===== src/source/kbd_pkg.sv =====
`default_nettype none

package kbd_pkg;

	// One byte as it arrives from the keyboard.
	typedef logic [7:0] scan_code_t;

	// Ordinary codes stay below 0x80, so seven bits address a key.
	typedef logic [6:0] key_index_t;

	// One bit per key; a set bit means the key is held down.
	typedef logic [2**$bits(key_index_t)-1:0] key_map_t;

	localparam scan_code_t PREFIX_EXTENDED = 8'hE0; // Extended key follows.
	localparam scan_code_t PREFIX_BREAK    = 8'hF0; // Key release follows.

	// Start, eight data bits, parity, stop.
	localparam int PS2_FRAME_BITS = 11;

	typedef struct packed {
		key_index_t index;
		logic       extended; // Sequence carried the E0 prefix.
		logic       released; // Sequence carried the F0 prefix.
	} key_event_t;

endpackage

`default_nettype wire


===== src/source/key_state_table.sv =====
`timescale 1ns/1ns
`default_nettype none

module key_state_table (
	input  wire                      clk,
	input  wire                      reset,
	input  wire                      key_event_valid,
	input  wire kbd_pkg::key_event_t key_event,
	output kbd_pkg::key_map_t        key_data,
	output kbd_pkg::key_map_t        extended_key_data
);
	import kbd_pkg::*;

	logic key_pressed;

	assign key_pressed = !key_event.released;

	// The extended flag picks the map, the release flag the new bit value.
	always_ff @(posedge clk) begin
		if (reset) begin
			key_data          <= '0;
			extended_key_data <= '0;
		end else if (key_event_valid) begin
			if (key_event.extended) begin
				extended_key_data[key_event.index] <= key_pressed;
			end else begin
				key_data[key_event.index] <= key_pressed;
			end
		end
	end

	// A valid event must name a defined key and map.
	a_event_known: assert property (@(posedge clk) disable iff (reset)
		key_event_valid |-> !$isunknown(key_event))
		else $error("Key event with unknown fields.");

endmodule

`default_nettype wire


===== src/source/keyboard_parser.sv =====
`timescale 1ns/1ns
`default_nettype none

module keyboard_parser #(
	parameter int FILTER_DEPTH = 4
) (
	input  wire               clk,
	input  wire               reset,
	input  wire               ps2_clk,
	input  wire               ps2_data,
	output kbd_pkg::key_map_t key_data,
	output kbd_pkg::key_map_t extended_key_data,
	output logic              frame_error
);
	import kbd_pkg::*;

	scan_code_t scan_code;
	logic       scan_code_valid;
	key_event_t key_event;
	logic       key_event_valid;

	ps2_receiver #(
		.FILTER_DEPTH(FILTER_DEPTH)
	) i_ps2_receiver (
		.clk             (clk),
		.reset           (reset),
		.ps2_clk         (ps2_clk),
		.ps2_data        (ps2_data),
		.scan_code       (scan_code),
		.scan_code_valid (scan_code_valid),
		.frame_error     (frame_error) // Bad frames are reported, not decoded.
	);

	scan_code_parser i_scan_code_parser (
		.clk             (clk),
		.reset           (reset),
		.scan_code_valid (scan_code_valid),
		.scan_code       (scan_code),
		.key_event       (key_event),
		.key_event_valid (key_event_valid)
	);

	key_state_table i_key_state_table (
		.clk               (clk),
		.reset             (reset),
		.key_event_valid   (key_event_valid),
		.key_event         (key_event),
		.key_data          (key_data),
		.extended_key_data (extended_key_data)
	);

endmodule

`default_nettype wire


===== src/source/ps2_receiver.sv =====
`timescale 1ns/1ns
`default_nettype none

module ps2_receiver #(
	parameter int FILTER_DEPTH = 4
) (
	input  wire                 clk,
	input  wire                 reset,
	input  wire                 ps2_clk,
	input  wire                 ps2_data,
	output kbd_pkg::scan_code_t scan_code,
	output logic                scan_code_valid,
	output logic                frame_error
);
	import kbd_pkg::*;

	localparam int COUNT_WIDTH = $clog2(PS2_FRAME_BITS);
	localparam int START_BIT   = 0;
	localparam int PARITY_BIT  = PS2_FRAME_BITS - 2;
	localparam int STOP_BIT    = PS2_FRAME_BITS - 1;
	localparam logic [COUNT_WIDTH-1:0] LAST_BIT = COUNT_WIDTH'(PS2_FRAME_BITS - 1);

	logic [1:0]                ps2_clk_sync;
	logic [1:0]                ps2_data_sync;
	logic [FILTER_DEPTH-1:0]   clk_history;
	logic                      clk_filtered;
	logic                      clk_fall;
	logic [PS2_FRAME_BITS-1:0] frame_bits;
	logic [COUNT_WIDTH-1:0]    bit_count;
	logic                      frame_done;
	logic                      frame_ok;

	if (FILTER_DEPTH < 2) begin : g_depth_check
		$error("FILTER_DEPTH must be at least 2.");
	end

	// Both lines idle high, so the synchronizers start there too.
	always_ff @(posedge clk) begin
		if (reset) begin
			ps2_clk_sync  <= 2'b11;
			ps2_data_sync <= 2'b11;
			clk_history   <= '1;
		end else begin
			ps2_clk_sync  <= {ps2_clk_sync[0], ps2_clk};
			ps2_data_sync <= {ps2_data_sync[0], ps2_data};
			clk_history   <= {clk_history[FILTER_DEPTH-2:0], ps2_clk_sync[1]};
		end
	end

	// The filtered clock only follows a level held for FILTER_DEPTH samples.
	always_ff @(posedge clk) begin
		if (reset) begin
			clk_filtered <= 1'b1;
		end else if (clk_history == '1) begin
			clk_filtered <= 1'b1;
		end else if (clk_history == '0) begin
			clk_filtered <= 1'b0;
		end
	end

	assign clk_fall = clk_filtered && (clk_history == '0); // Stable high to stable low.

	always_ff @(posedge clk) begin
		if (reset) begin
			bit_count  <= '0;
			frame_done <= 1'b0;
		end else begin
			frame_done <= 1'b0;
			if (clk_fall) begin
				if (bit_count == LAST_BIT) begin
					bit_count  <= '0;
					frame_done <= 1'b1; // Stop bit is in.
				end else begin
					bit_count <= bit_count + 1'b1;
				end
			end
		end
	end

	// LSB first, so new bits enter at the top and walk down.
	always_ff @(posedge clk) begin
		if (clk_fall) begin
			frame_bits <= {ps2_data_sync[1], frame_bits[PS2_FRAME_BITS-1:1]};
		end
	end

	// Odd parity covers the data byte and the parity bit.
	assign frame_ok = !frame_bits[START_BIT]
		&& (^frame_bits[PARITY_BIT:START_BIT+1])
		&& frame_bits[STOP_BIT];

	assign scan_code       = frame_bits[$bits(scan_code_t):START_BIT+1];
	assign scan_code_valid = frame_done && frame_ok;
	assign frame_error     = frame_done && !frame_ok;

	a_one_outcome: assert property (@(posedge clk) disable iff (reset)
		!(scan_code_valid && frame_error))
		else $error("Frame reported as both good and bad.");

endmodule

`default_nettype wire


===== src/source/scan_code_parser.sv =====
`timescale 1ns/1ns
`default_nettype none

module scan_code_parser (
	input  wire                 clk,
	input  wire                 reset,
	input  wire                 scan_code_valid,
	input  wire kbd_pkg::scan_code_t scan_code,
	output kbd_pkg::key_event_t key_event,
	output logic                key_event_valid
);
	import kbd_pkg::*;

	typedef enum logic [1:0] {
		ST_IDLE,
		ST_EXTENDED,
		ST_BREAK
	} parser_state_t;

	parser_state_t state;
	logic          extended_seen;
	logic          break_seen;
	logic          is_prefix;
	logic          sequence_end;

	// E0 only counts as a prefix at the start, F0 also after E0.
	always_comb begin
		case (state)
			ST_IDLE:     is_prefix = (scan_code == PREFIX_EXTENDED) || (scan_code == PREFIX_BREAK);
			ST_EXTENDED: is_prefix = (scan_code == PREFIX_BREAK);
			default:     is_prefix = 1'b0; // After F0 any byte completes.
		endcase
	end

	assign sequence_end = scan_code_valid && !is_prefix;

	always_ff @(posedge clk) begin
		if (reset) begin
			state           <= ST_IDLE;
			extended_seen   <= 1'b0;
			break_seen      <= 1'b0;
			key_event_valid <= 1'b0;
		end else begin
			key_event_valid <= sequence_end && !scan_code[7]; // High codes are dropped.
			if (sequence_end) begin
				state         <= ST_IDLE;
				extended_seen <= 1'b0;
				break_seen    <= 1'b0;
			end else if (scan_code_valid) begin
				if (scan_code == PREFIX_BREAK) begin
					state      <= ST_BREAK;
					break_seen <= 1'b1;
				end else begin
					state         <= ST_EXTENDED;
					extended_seen <= 1'b1;
				end
			end
		end
	end

	always_ff @(posedge clk) begin
		if (sequence_end) begin
			key_event.index    <= key_index_t'(scan_code);
			key_event.extended <= extended_seen;
			key_event.released <= break_seen;
		end
	end

	a_event_follows_code: assert property (@(posedge clk) disable iff (reset)
		key_event_valid |-> $past(scan_code_valid))
		else $error("Key event without a preceding scan code.");

endmodule

`default_nettype wire


===== config.mk =====
export PLATFORM = sky130hd
export DESIGN_NAME = keyboard_parser
export DESIGN_NICKNAME = d
export VERILOG_FILES = /design/src/source/kbd_pkg.sv /design/src/source/key_state_table.sv /design/src/source/keyboard_parser.sv /design/src/source/ps2_receiver.sv /design/src/source/scan_code_parser.sv
export SDC_FILE = /design/constraint.sdc
export NUM_CORES = 1
export LEC_CHECK = 0
export ABC_AREA = 1
export ABC_CLOCK_PERIOD_IN_PS = 4100
export BUFFER_PORTS_ARGS = -buffer_cell sky130_fd_sc_hd__clkbuf_2
export CAP_MARGIN = 20
export CELL_PAD_IN_SITES_DETAIL_PLACEMENT = 0
export CELL_PAD_IN_SITES_GLOBAL_PLACEMENT = 1
export CORE_MARGIN = 2
export CORE_UTILIZATION = 43
export CTS_CLUSTER_DIAMETER = 80
export CTS_CLUSTER_SIZE = 12
export DETAILED_ROUTE_END_ITERATION = 8
export MAX_ROUTING_LAYER = met4
export PLACE_DENSITY = 0.95
export SLEW_MARGIN = 20
export SYNTH_ARGS = -nofsm -noshare
export SYNTH_HDL_FRONTEND = slang
export SYNTH_SLANG_ARGS = --single-unit

===== constraint.sdc =====
create_clock -name clk -period 4.1 [get_ports clk]
set_input_delay 0.205 -clock clk [delete_from_list [all_inputs] [get_ports clk]]
set_output_delay 0.205 -clock clk [all_outputs]
set_load 0.03 [all_outputs]

==> results.py, run 1 <==
metrics = {
    "worst_hold_path": {
        "holdCritPathClass": "primary input to flop",
        "min-delay-start": "reset",
    },
    "setup_path": {
        "required_ns": 3.89,
        "reg2reg_setup_slack_ns": 1.72,
        "criticalPathCategory": "flop to primary output",
        "crit_path_cell_chain": "ha_1 > inv_1 > nand2_1 > nand2_1 > nand2_1 > nand2_1 > nand2_1 > nand2_1 > nand2_1 > nand2_1 > inv_1 > clkbuf_2",
        "start_kind": "flop",
        "critPathArrivalTime_ns": 2.21,
        "timing.critical_path.slowest_stage_cell": "edfxtp_1",
        "timing.critical_path.slowest_cell_delay_ns": 0.45,
        "path_common_cell": "nand2_1",
        "critPathCaptureType": "primary output",
        "r2r_start": "i_scan_code_parser.key_event[0]",
        "cp-startpoint": "i_ps2_receiver.frame_bits[6]",
        "cp_max_fo": 5,
    },
    "drt": {
        "antenna_left": 0,
        "drc_errors": 0,
        "drt_pass1_iterations": 5,
        "aggregate_routed_wire_length_um": 35610,
        "drt_iter0_drc": 1149,
        "post_drt_wl_per_cell_um": 16.85,
        "dr_total_vias": 11160,
        "route.detailed.vias_per_inst": 5.280,
    },
    "final_layout": {
        "layout.core_utilization_pct": 51.46,
        "postLayoutCellArea_um2": 14300,
        "area.growth.synth_to_final_pct": 17.79,
        "stdcell_count": 2113,
        "design.final.nets": 1739,
        "num_antenna_cells": 0,
        "drive_gt1_share_pct": 19.14,
    },
    "logic_synthesis": {
        "synth_cell_types": 31,
        "synth_edf_count": 20,
        "netlist_top_cells_area": "dfxtp_1 (45%), a21oi_1 (11%), nand3_1 (10%)",
        "number_of_standard_cells_after_synthesis": 1549,
        "syn-mean-instance-area_um2": 7.836,
        "most_used_flip_flop_cell_after_synthesis": "dfxtp_1",
        "synth.yosys.seq_area_share_pct": 50.30,
        "post-synth-top-area-cell": "dfxtp_1",
        "synth_top_area_share_pct": 45.36,
        "synthesis.yosys.warnings": 0,
        "synthesis.nets": 1558,
        "synth_common_cells": "dfxtp_1 (275), inv_1 (270), a21oi_1 (261)",
        "synthMostInstantiatedCell": "dfxtp_1",
        "yosys_register_bits": 295,
        "synthArstFlopShare_pct": 0,
        "mappedNetlistArea_um2": 12140,
    },
    "place": {
        "place_worst_setup_slack_ns": 1.790,
        "placedInstanceArea_um2": 13530,
        "routabilityCongestion": 0.8268,
        "place.detailed.instances": 2076,
        "port-buffer-count": 260,
        "dp.final_hpwl_um": 22590,
    },
    "global_route": {
        "global_route.overflow_total": 0,
        "grt_first_pass_wirelength_um": 54370,
        "first_global_vias": 10010,
        "gr-usage-all-layers_pct": 23.73,
        "grt_max_degree": 123,
        "number_of_antenna_violations_at_the_first_check_in_global_routing": 0,
    },
    "floorplanning": {
        "start_util_pct": 43.69,
        "pin_count": 261,
        "die_area_um2": 29590,
        "rows": 61,
        "floorplan.die.width_um": 172.0,
        "die_h_um": 172.0,
        "floorplan.core_area_um2": 27780,
    },
    "timing": {
        "finalMaxSlewViolations": 0,
        "grt_setup_unrepaired": "no",
        "hold_viol": 0,
        "final-setup-viol-count": 0,
        "tightestPinTransition_ns": 1.085,
        "fmax_mhz": 414.6,
        "min_period_ns": 2.412,
        "max_slew_margin_pct": 27.24,
        "fin_hold_ws_ns": 0.3777,
        "tns_ns": 0,
        "fin_ws_ns": 1.688,
        "post-route-period-util_pct": 58.83,
        "clock-skew-final_ns": 0.01207,
    },
    "pwr": {
        "design_power_total_mw": 5.297,
        "power-per-cell-area_nw_per_um2": 370.5,
        "vdd_ir_drop_max_mv": 0.2508,
        "power.leakage_nw": 5.243,
    },
    "clock_tree": {
        "cts_max_path_buffers": 3,
        "cts-htree-levels": 1,
        "clk_pin_slew_worst_paths_ns": 0.07,
        "clock_latency_ns": 0.54,
        "cts_num_sinks": 295,
        "tritoncts": "done",
        "post_cts.resized_instances": 0,
        "cts.root.buffer_cell": "clkbuf_16",
        "post_cts_buffers": 0,
        "num_cts_buffers": 28,
    },
    "status": {
        "result_of_the_run": "finished clean",
    },
    "job": {
        "cap_viol_max_count": 0,
    },
}
==> path summary, 6_finish.rpt <==
| check | endpoint | depth (start not counted) |
|---|---|---|
| min reg2reg | i_ps2_receiver.clk_history[0] | 1 |
| max reg2reg | i_key_state_table.extended_key_data[42] | 4 |
| max | frame_error | 12 |
| min | i_key_state_table.key_data[4] | 2 |
==> routing by layer <==
layer	up-vias	global-route usage, %	routed length [µm]
met5	-	-	0
met4	0	7.453	981
met3	64	3.777	2530
met2	386	37.17	16190
met1	5177	31.60	15910
li1	5530	-	-
==> layout make-up <==
| class | instances | area [µm²] |
|---|---|---|
| Clock inverter | 1 | 7.507 |
| Fill cell | 2678 | 13480 |
| Clock buffer | 34 | 744.5 |
| Sequential cell | 295 | 6106 |
| Inverter | 276 | 1044 |
| Timing Repair Buffer | 275 | 1456 |
| Multi-Input combinational cell | 854 | 4467 |
| Tap cell | 378 | 473.0 |
==> cell usage in the layout, fill, tap and decap left out, types with 2 or more instances in the layout <==
cell | synthesis | routed
inv_4 | 0 | 3
buf_4 | 11 | 10
nand3_1 | 245 | 245
dlygate4sd3_1 | 0 | 2
nand4_1 | 4 | 4
a21oi_1 | 261 | 261
buf_12 | 0 | 3
nor2_1 | 22 | 21
nor3_1 | 3 | 3
dfxtp_1 | 275 | 275
nand2_1 | 23 | 23
or2_4 | 2 | 2
nor2_4 | 11 | 12
o21ai_1 | 7 | 7
edfxtp_1 | 20 | 20
nor2_2 | 2 | 2
ha_1 | 5 | 5
clkbuf_2 | 0 | 260
o21ai_0 | 229 | 229
clkbuf_1 | 85 | 5
clkbuf_16 | 0 | 29
or2_2 | 8 | 8
inv_1 | 270 | 270
clkinv_1 | 4 | 2
a311oi_1 | 24 | 24
==> power by group <==
group | switching [mW] | internal, mW
combinational | 0.0644 | 0.0282
sequential | 0.000697 | 2.90
clock | 1.05 | 1.25
total | 1.12 | 4.18
==> cells by family after synthesis <==
family | share of synthesized area [%]
DFF | 50.30
AOI/OAI and AO/OA | 22.36
xor gates and xnor gates | 0.1443
adders and majority gates | 0.5154
and+or+nand+nor | 13.72
buffers and inverters | 12.96
==> what timing repair did <==
action | CTS | global route
hold endpoints to repair | 2 | 0
hold buffers | 2 | 0
endpoints found under the setup margin | 0 | 0
==> flip-flops by register name, summed over array words and instances, names as in the netlist <==
name,cells
i_key_state_table.extended_key_data,128
i_key_state_table.key_data,128
i_ps2_receiver.frame_bits,11
i_scan_code_parser.key_event,9
i_ps2_receiver.bit_count,4
i_ps2_receiver.clk_history,4
i_ps2_receiver.ps2_clk_sync,2
i_ps2_receiver.ps2_data_sync,2
i_scan_code_parser.state,2
i_ps2_receiver.clk_filtered,1
i_ps2_receiver.frame_done,1
i_scan_code_parser.break_seen,1
i_scan_code_parser.extended_seen,1
i_scan_code_parser.key_event_valid,1
==> critical path, delay by kind of cell, from the launching register on <==
family | cells | cell delay, ns
and+or+nand+nor | 8 | 0.54
DFF | 1 | 0.45
adders and majority gates | 1 | 0.34
buffers and inverters | 3 | 0.34
No activity file was read; power rests on OpenSTA's default activity.
==> run 2, diff against run 1 <==
- ABC_AREA: 1 -> 0
- ABC_CLOCK_PERIOD_IN_PS: 4100 -> 2150
- CORE_UTILIZATION: 43 -> 37
- PLACE_DENSITY: 0.95 -> 0.87
- clock period: 4.1 -> 2.15 ns (I/O delays scaled with it)
==> run 2 against run 1 <==
Compared with the run above: the flow now finishes with violations (negative setup slack); via count shrank 15%; register-to-register slack lost 1.7 ns; clock power grew 90%; count of clock-buffer cells in the layout is the same; global-route usage shrank 0.27 points; area after synthesis shrank 11%; critical path type unchanged; largest cell class unchanged; highest routed layer unchanged.
==> results.py, run 2 <==
metrics = {
    "logic_synthesis": {
        "mappedNetlistArea_um2": 10840,
        "synth.yosys.seq_area_share_pct": 56.34,
        "synth_edf_count": 20,
        "synthesis.yosys.warnings": 0,
        "synth_top_area_share_pct": 50.80,
        "synth_common_cells": "dfxtp_1 (275), a21oi_1 (260), a211oi_1 (256)",
        "synthArstFlopShare_pct": 0,
        "yosys_register_bits": 295,
        "number_of_standard_cells_after_synthesis": 1058,
        "synth_cell_types": 45,
        "synthesis.nets": 1067,
        "post-synth-top-area-cell": "dfxtp_1",
        "syn-mean-instance-area_um2": 10.24,
        "netlist_top_cells_area": "dfxtp_1 (51%), a211oi_1 (18%), a21oi_1 (12%)",
        "synthMostInstantiatedCell": "dfxtp_1",
        "most_used_flip_flop_cell_after_synthesis": "dfxtp_1",
    },
    "setup_path": {
        "cp-startpoint": "i_ps2_receiver.frame_bits[7]",
        "r2r_start": "i_ps2_receiver.frame_bits[7]",
        "critPathArrivalTime_ns": 2.22,
        "reg2reg_setup_slack_ns": 0.05,
        "start_kind": "flop",
        "reg2reg_to": "i_scan_code_parser.key_event[6]",
        "setup.worst_path.end": "frame_error",
        "cp_max_fo": 2,
        "r2r.worst_path.cells": 6,
        "required_ns": 2.04,
        "critPathCaptureType": "primary output",
        "criticalPathCategory": "flop to primary output",
    },
    "floorplanning": {
        "die_h_um": 175.1,
        "die_area_um2": 30670,
        "floorplan.die.width_um": 175.1,
        "start_util_pct": 37.65,
        "floorplan.core_area_um2": 28780,
        "rows": 62,
        "pin_count": 261,
    },
    "global_route": {
        "gr-usage-all-layers_pct": 23.46,
        "grt_max_degree": 119,
        "first_global_vias": 8438,
        "met1_usage_pct": 31.34,
        "grtUsageMet3_pct": 3.721,
        "met2_usage_pct": 36.52,
        "number_of_antenna_violations_at_the_first_check_in_global_routing": 0,
        "grt_busiest_layer": "met2",
        "grt_first_pass_wirelength_um": 53530,
        "global_route.overflow_total": 0,
    },
    "clock_tree": {
        "cts_max_path_buffers": 3,
        "cts.root.buffer_cell": "clkbuf_16",
        "tritoncts": "done",
        "clock_latency_ns": 0.54,
        "num_cts_buffers": 28,
        "cts-htree-levels": 1,
        "cts_num_sinks": 295,
        "clk_pin_slew_worst_paths_ns": 0.06,
    },
    "final_layout": {
        "largestRegisters": "i_key_state_table.extended_key_data x128, i_key_state_table.key_data x128, i_ps2_receiver.frame_bits x11",
        "multi_input_comb_area_um2": 4242,
        "num-fill-cells": 2674,
        "layout.core_utilization_pct": 48.19,
        "sequential_cell_area_um2": 6106,
        "final_common_cell": "dfxtp_1",
        "postLayoutCellArea_um2": 13870,
        "design.final.nets": 1339,
        "area.growth.synth_to_final_pct": 27.98,
        "layout.cells.most_common_list": "dfxtp_1 (275), a21oi_1 (260), clkbuf_2 (258)",
        "num_antenna_cells": 0,
        "drive_gt1_share_pct": 33.78,
    },
    "timing": {
        "fmax_mhz": 429.1,
        "tightestPinTransition_ns": 0.8896,
        "post-route-period-util_pct": 108.4,
        "grt_setup_unrepaired": "yes",
        "finalMaxSlewViolations": 0,
        "min_period_ns": 2.330,
        "clock-skew-final_ns": 0.008438,
        "fin_ws_ns": -0.1804,
        "final-setup-viol-count": 1,
        "hold_viol": 0,
        "max_slew_margin_pct": 40.70,
    },
    "pwr": {
        "power-per-cell-area_nw_per_um2": 722.6,
        "power.leakage_nw": 5.069,
        "vdd_ir_drop_max_mv": 0.5052,
    },
    "drt": {
        "aggregate_routed_wire_length_um": 37000,
        "post_drt_wl_per_cell_um": 21.53,
        "antenna_left": 0,
        "route.detailed.vias_per_inst": 5.510,
        "drc_errors": 0,
        "dr_total_vias": 9472,
        "drt_iter0_drc": 848,
        "drt_pass1_iterations": 5,
    },
    "status": {
        "result_of_the_run": "complete, but fails checks",
        "violations": "negative setup slack",
    },
    "place": {
        "dp.final_hpwl_um": 24640,
        "placedInstanceArea_um2": 13010,
        "routabilityCongestion": 0.8486,
        "port-buffer-count": 260,
    },
    "worst_hold_path": {
        "holdCritPathClass": "primary input to flop",
    },
    "job": {
        "cap_viol_max_count": 0,
    },
}
==> run 2: changes by cell type after synthesis, moves of 6 or more <==
| cell | delta |
|---|---|
| nor2_2 | +7 |
| nand3_1 | -241 |
| inv_1 | -257 |
| nor3_4 | +6 |
| o21ai_1 | -7 |
| buf_2 | +19 |
| clkbuf_1 | -34 |
| a311oi_1 | -24 |
| nand2_1 | -19 |
| a211oi_1 | +256 |
| o21ai_0 | -228 |
==> run 2: per-stage QoR <==
step / power, mW / hold WS [ns] / cells / setup slack, ns / setup TNS [ns]
CTS: 10.09 / 0.2432 / 1717 / -0.2297 / -0.2297
global placement: 5.759 / 0.2898 / 1676 / 0.1812 / 0
finish: 10.02 / 0.2235 / 1719 / -0.1804 / -0.1804
detailed placement: 5.760 / 0.2923 / 1676 / 0.1382 / 0
global route: 10.28 / 0.2902 / 1719 / -0.2766 / -0.3049
floorplan: 5.723 / 0.2113 / 1058 / 0.03795 / 0
==> run 2: worst min-delay path by stage <==
stage / start / endpoint / cells past startpoint / slack (ns)
6_report: reset / i_ps2_receiver.bit_count[2] / 2 / 0.22
5_1_grt: reset / i_ps2_receiver.bit_count[2] / 2 / 0.29
4_1_cts: reset / i_ps2_receiver.bit_count[2] / 2 / 0.24
3_5_place_dp: ps2_clk / i_ps2_receiver.ps2_clk_sync[0] / 2 / 0.29
3_3_place_gp: ps2_clk / i_ps2_receiver.ps2_clk_sync[0] / 2 / 0.29
2_1_floorplan: ps2_clk / i_ps2_receiver.ps2_clk_sync[0] / 1 / 0.21
==> run 2: layout make-up <==
type	count	share of cell area, %
Clock buffer	34	5.368
Clock inverter	1	0.03609
Inverter	13	0.3519
Multi-Input combinational cell	637	30.58
Sequential cell	295	44.03
Tap cell	384	3.464
Timing Repair Buffer	355	16.17
==> run 2: what timing repair did <==
item | 4_1_cts | 5_1_grt
endpoints found under the setup margin | 1 | 11
endpoints found under the hold margin | 2 | 0
pin swaps | 4 | 0
resized for setup | 3 | 2
setup buffers | 4 | 2
hold buffers | 2 | 0
cloned | 0 | 1
==> run 2: cells by family (layout without fill, tap and decap cells) <==
group / Yosys count / count (layout) / share of synthesized area (%)
AO/OA/AOI/OAI: 528 / 528 / 30.54
XOR/XNOR: 4 / 4 / 0.5196
AND/OR/NAND/NOR: 99 / 99 / 6.650
buffers and inverters: 126 / 403 / 5.277
flip-flops: 295 / 295 / 56.34
adder cells (fa/ha/maj): 5 / 5 / 0.5773
multiplexers: 1 / 1 / 0.09237
==> run 2: per-layer routing <==
layer,wire length (µm),up-vias
met5,0,-
met4,1173,0
met3,2378,79
met2,17060,377
met1,16390,4501
li1,-,4515
==> run 2: power by group <==
group / leakage, nW / switching [mW] / internal [mW]
Sequential: 2.39 / 0.00134 / 5.52
Combinational: 2.31 / 0.0895 / 0.0294
Clock: 0.367 / 1.99 / 2.39
==> run 2: worst max-delay path, stage by stage (launching register included) <==
cell	delay [ns]
edfxtp_1	0.40
ha_1	0.31
xnor3_1	0.42
xnor2_2	0.16
a31oi_2	0.19
clkbuf_8	0.20
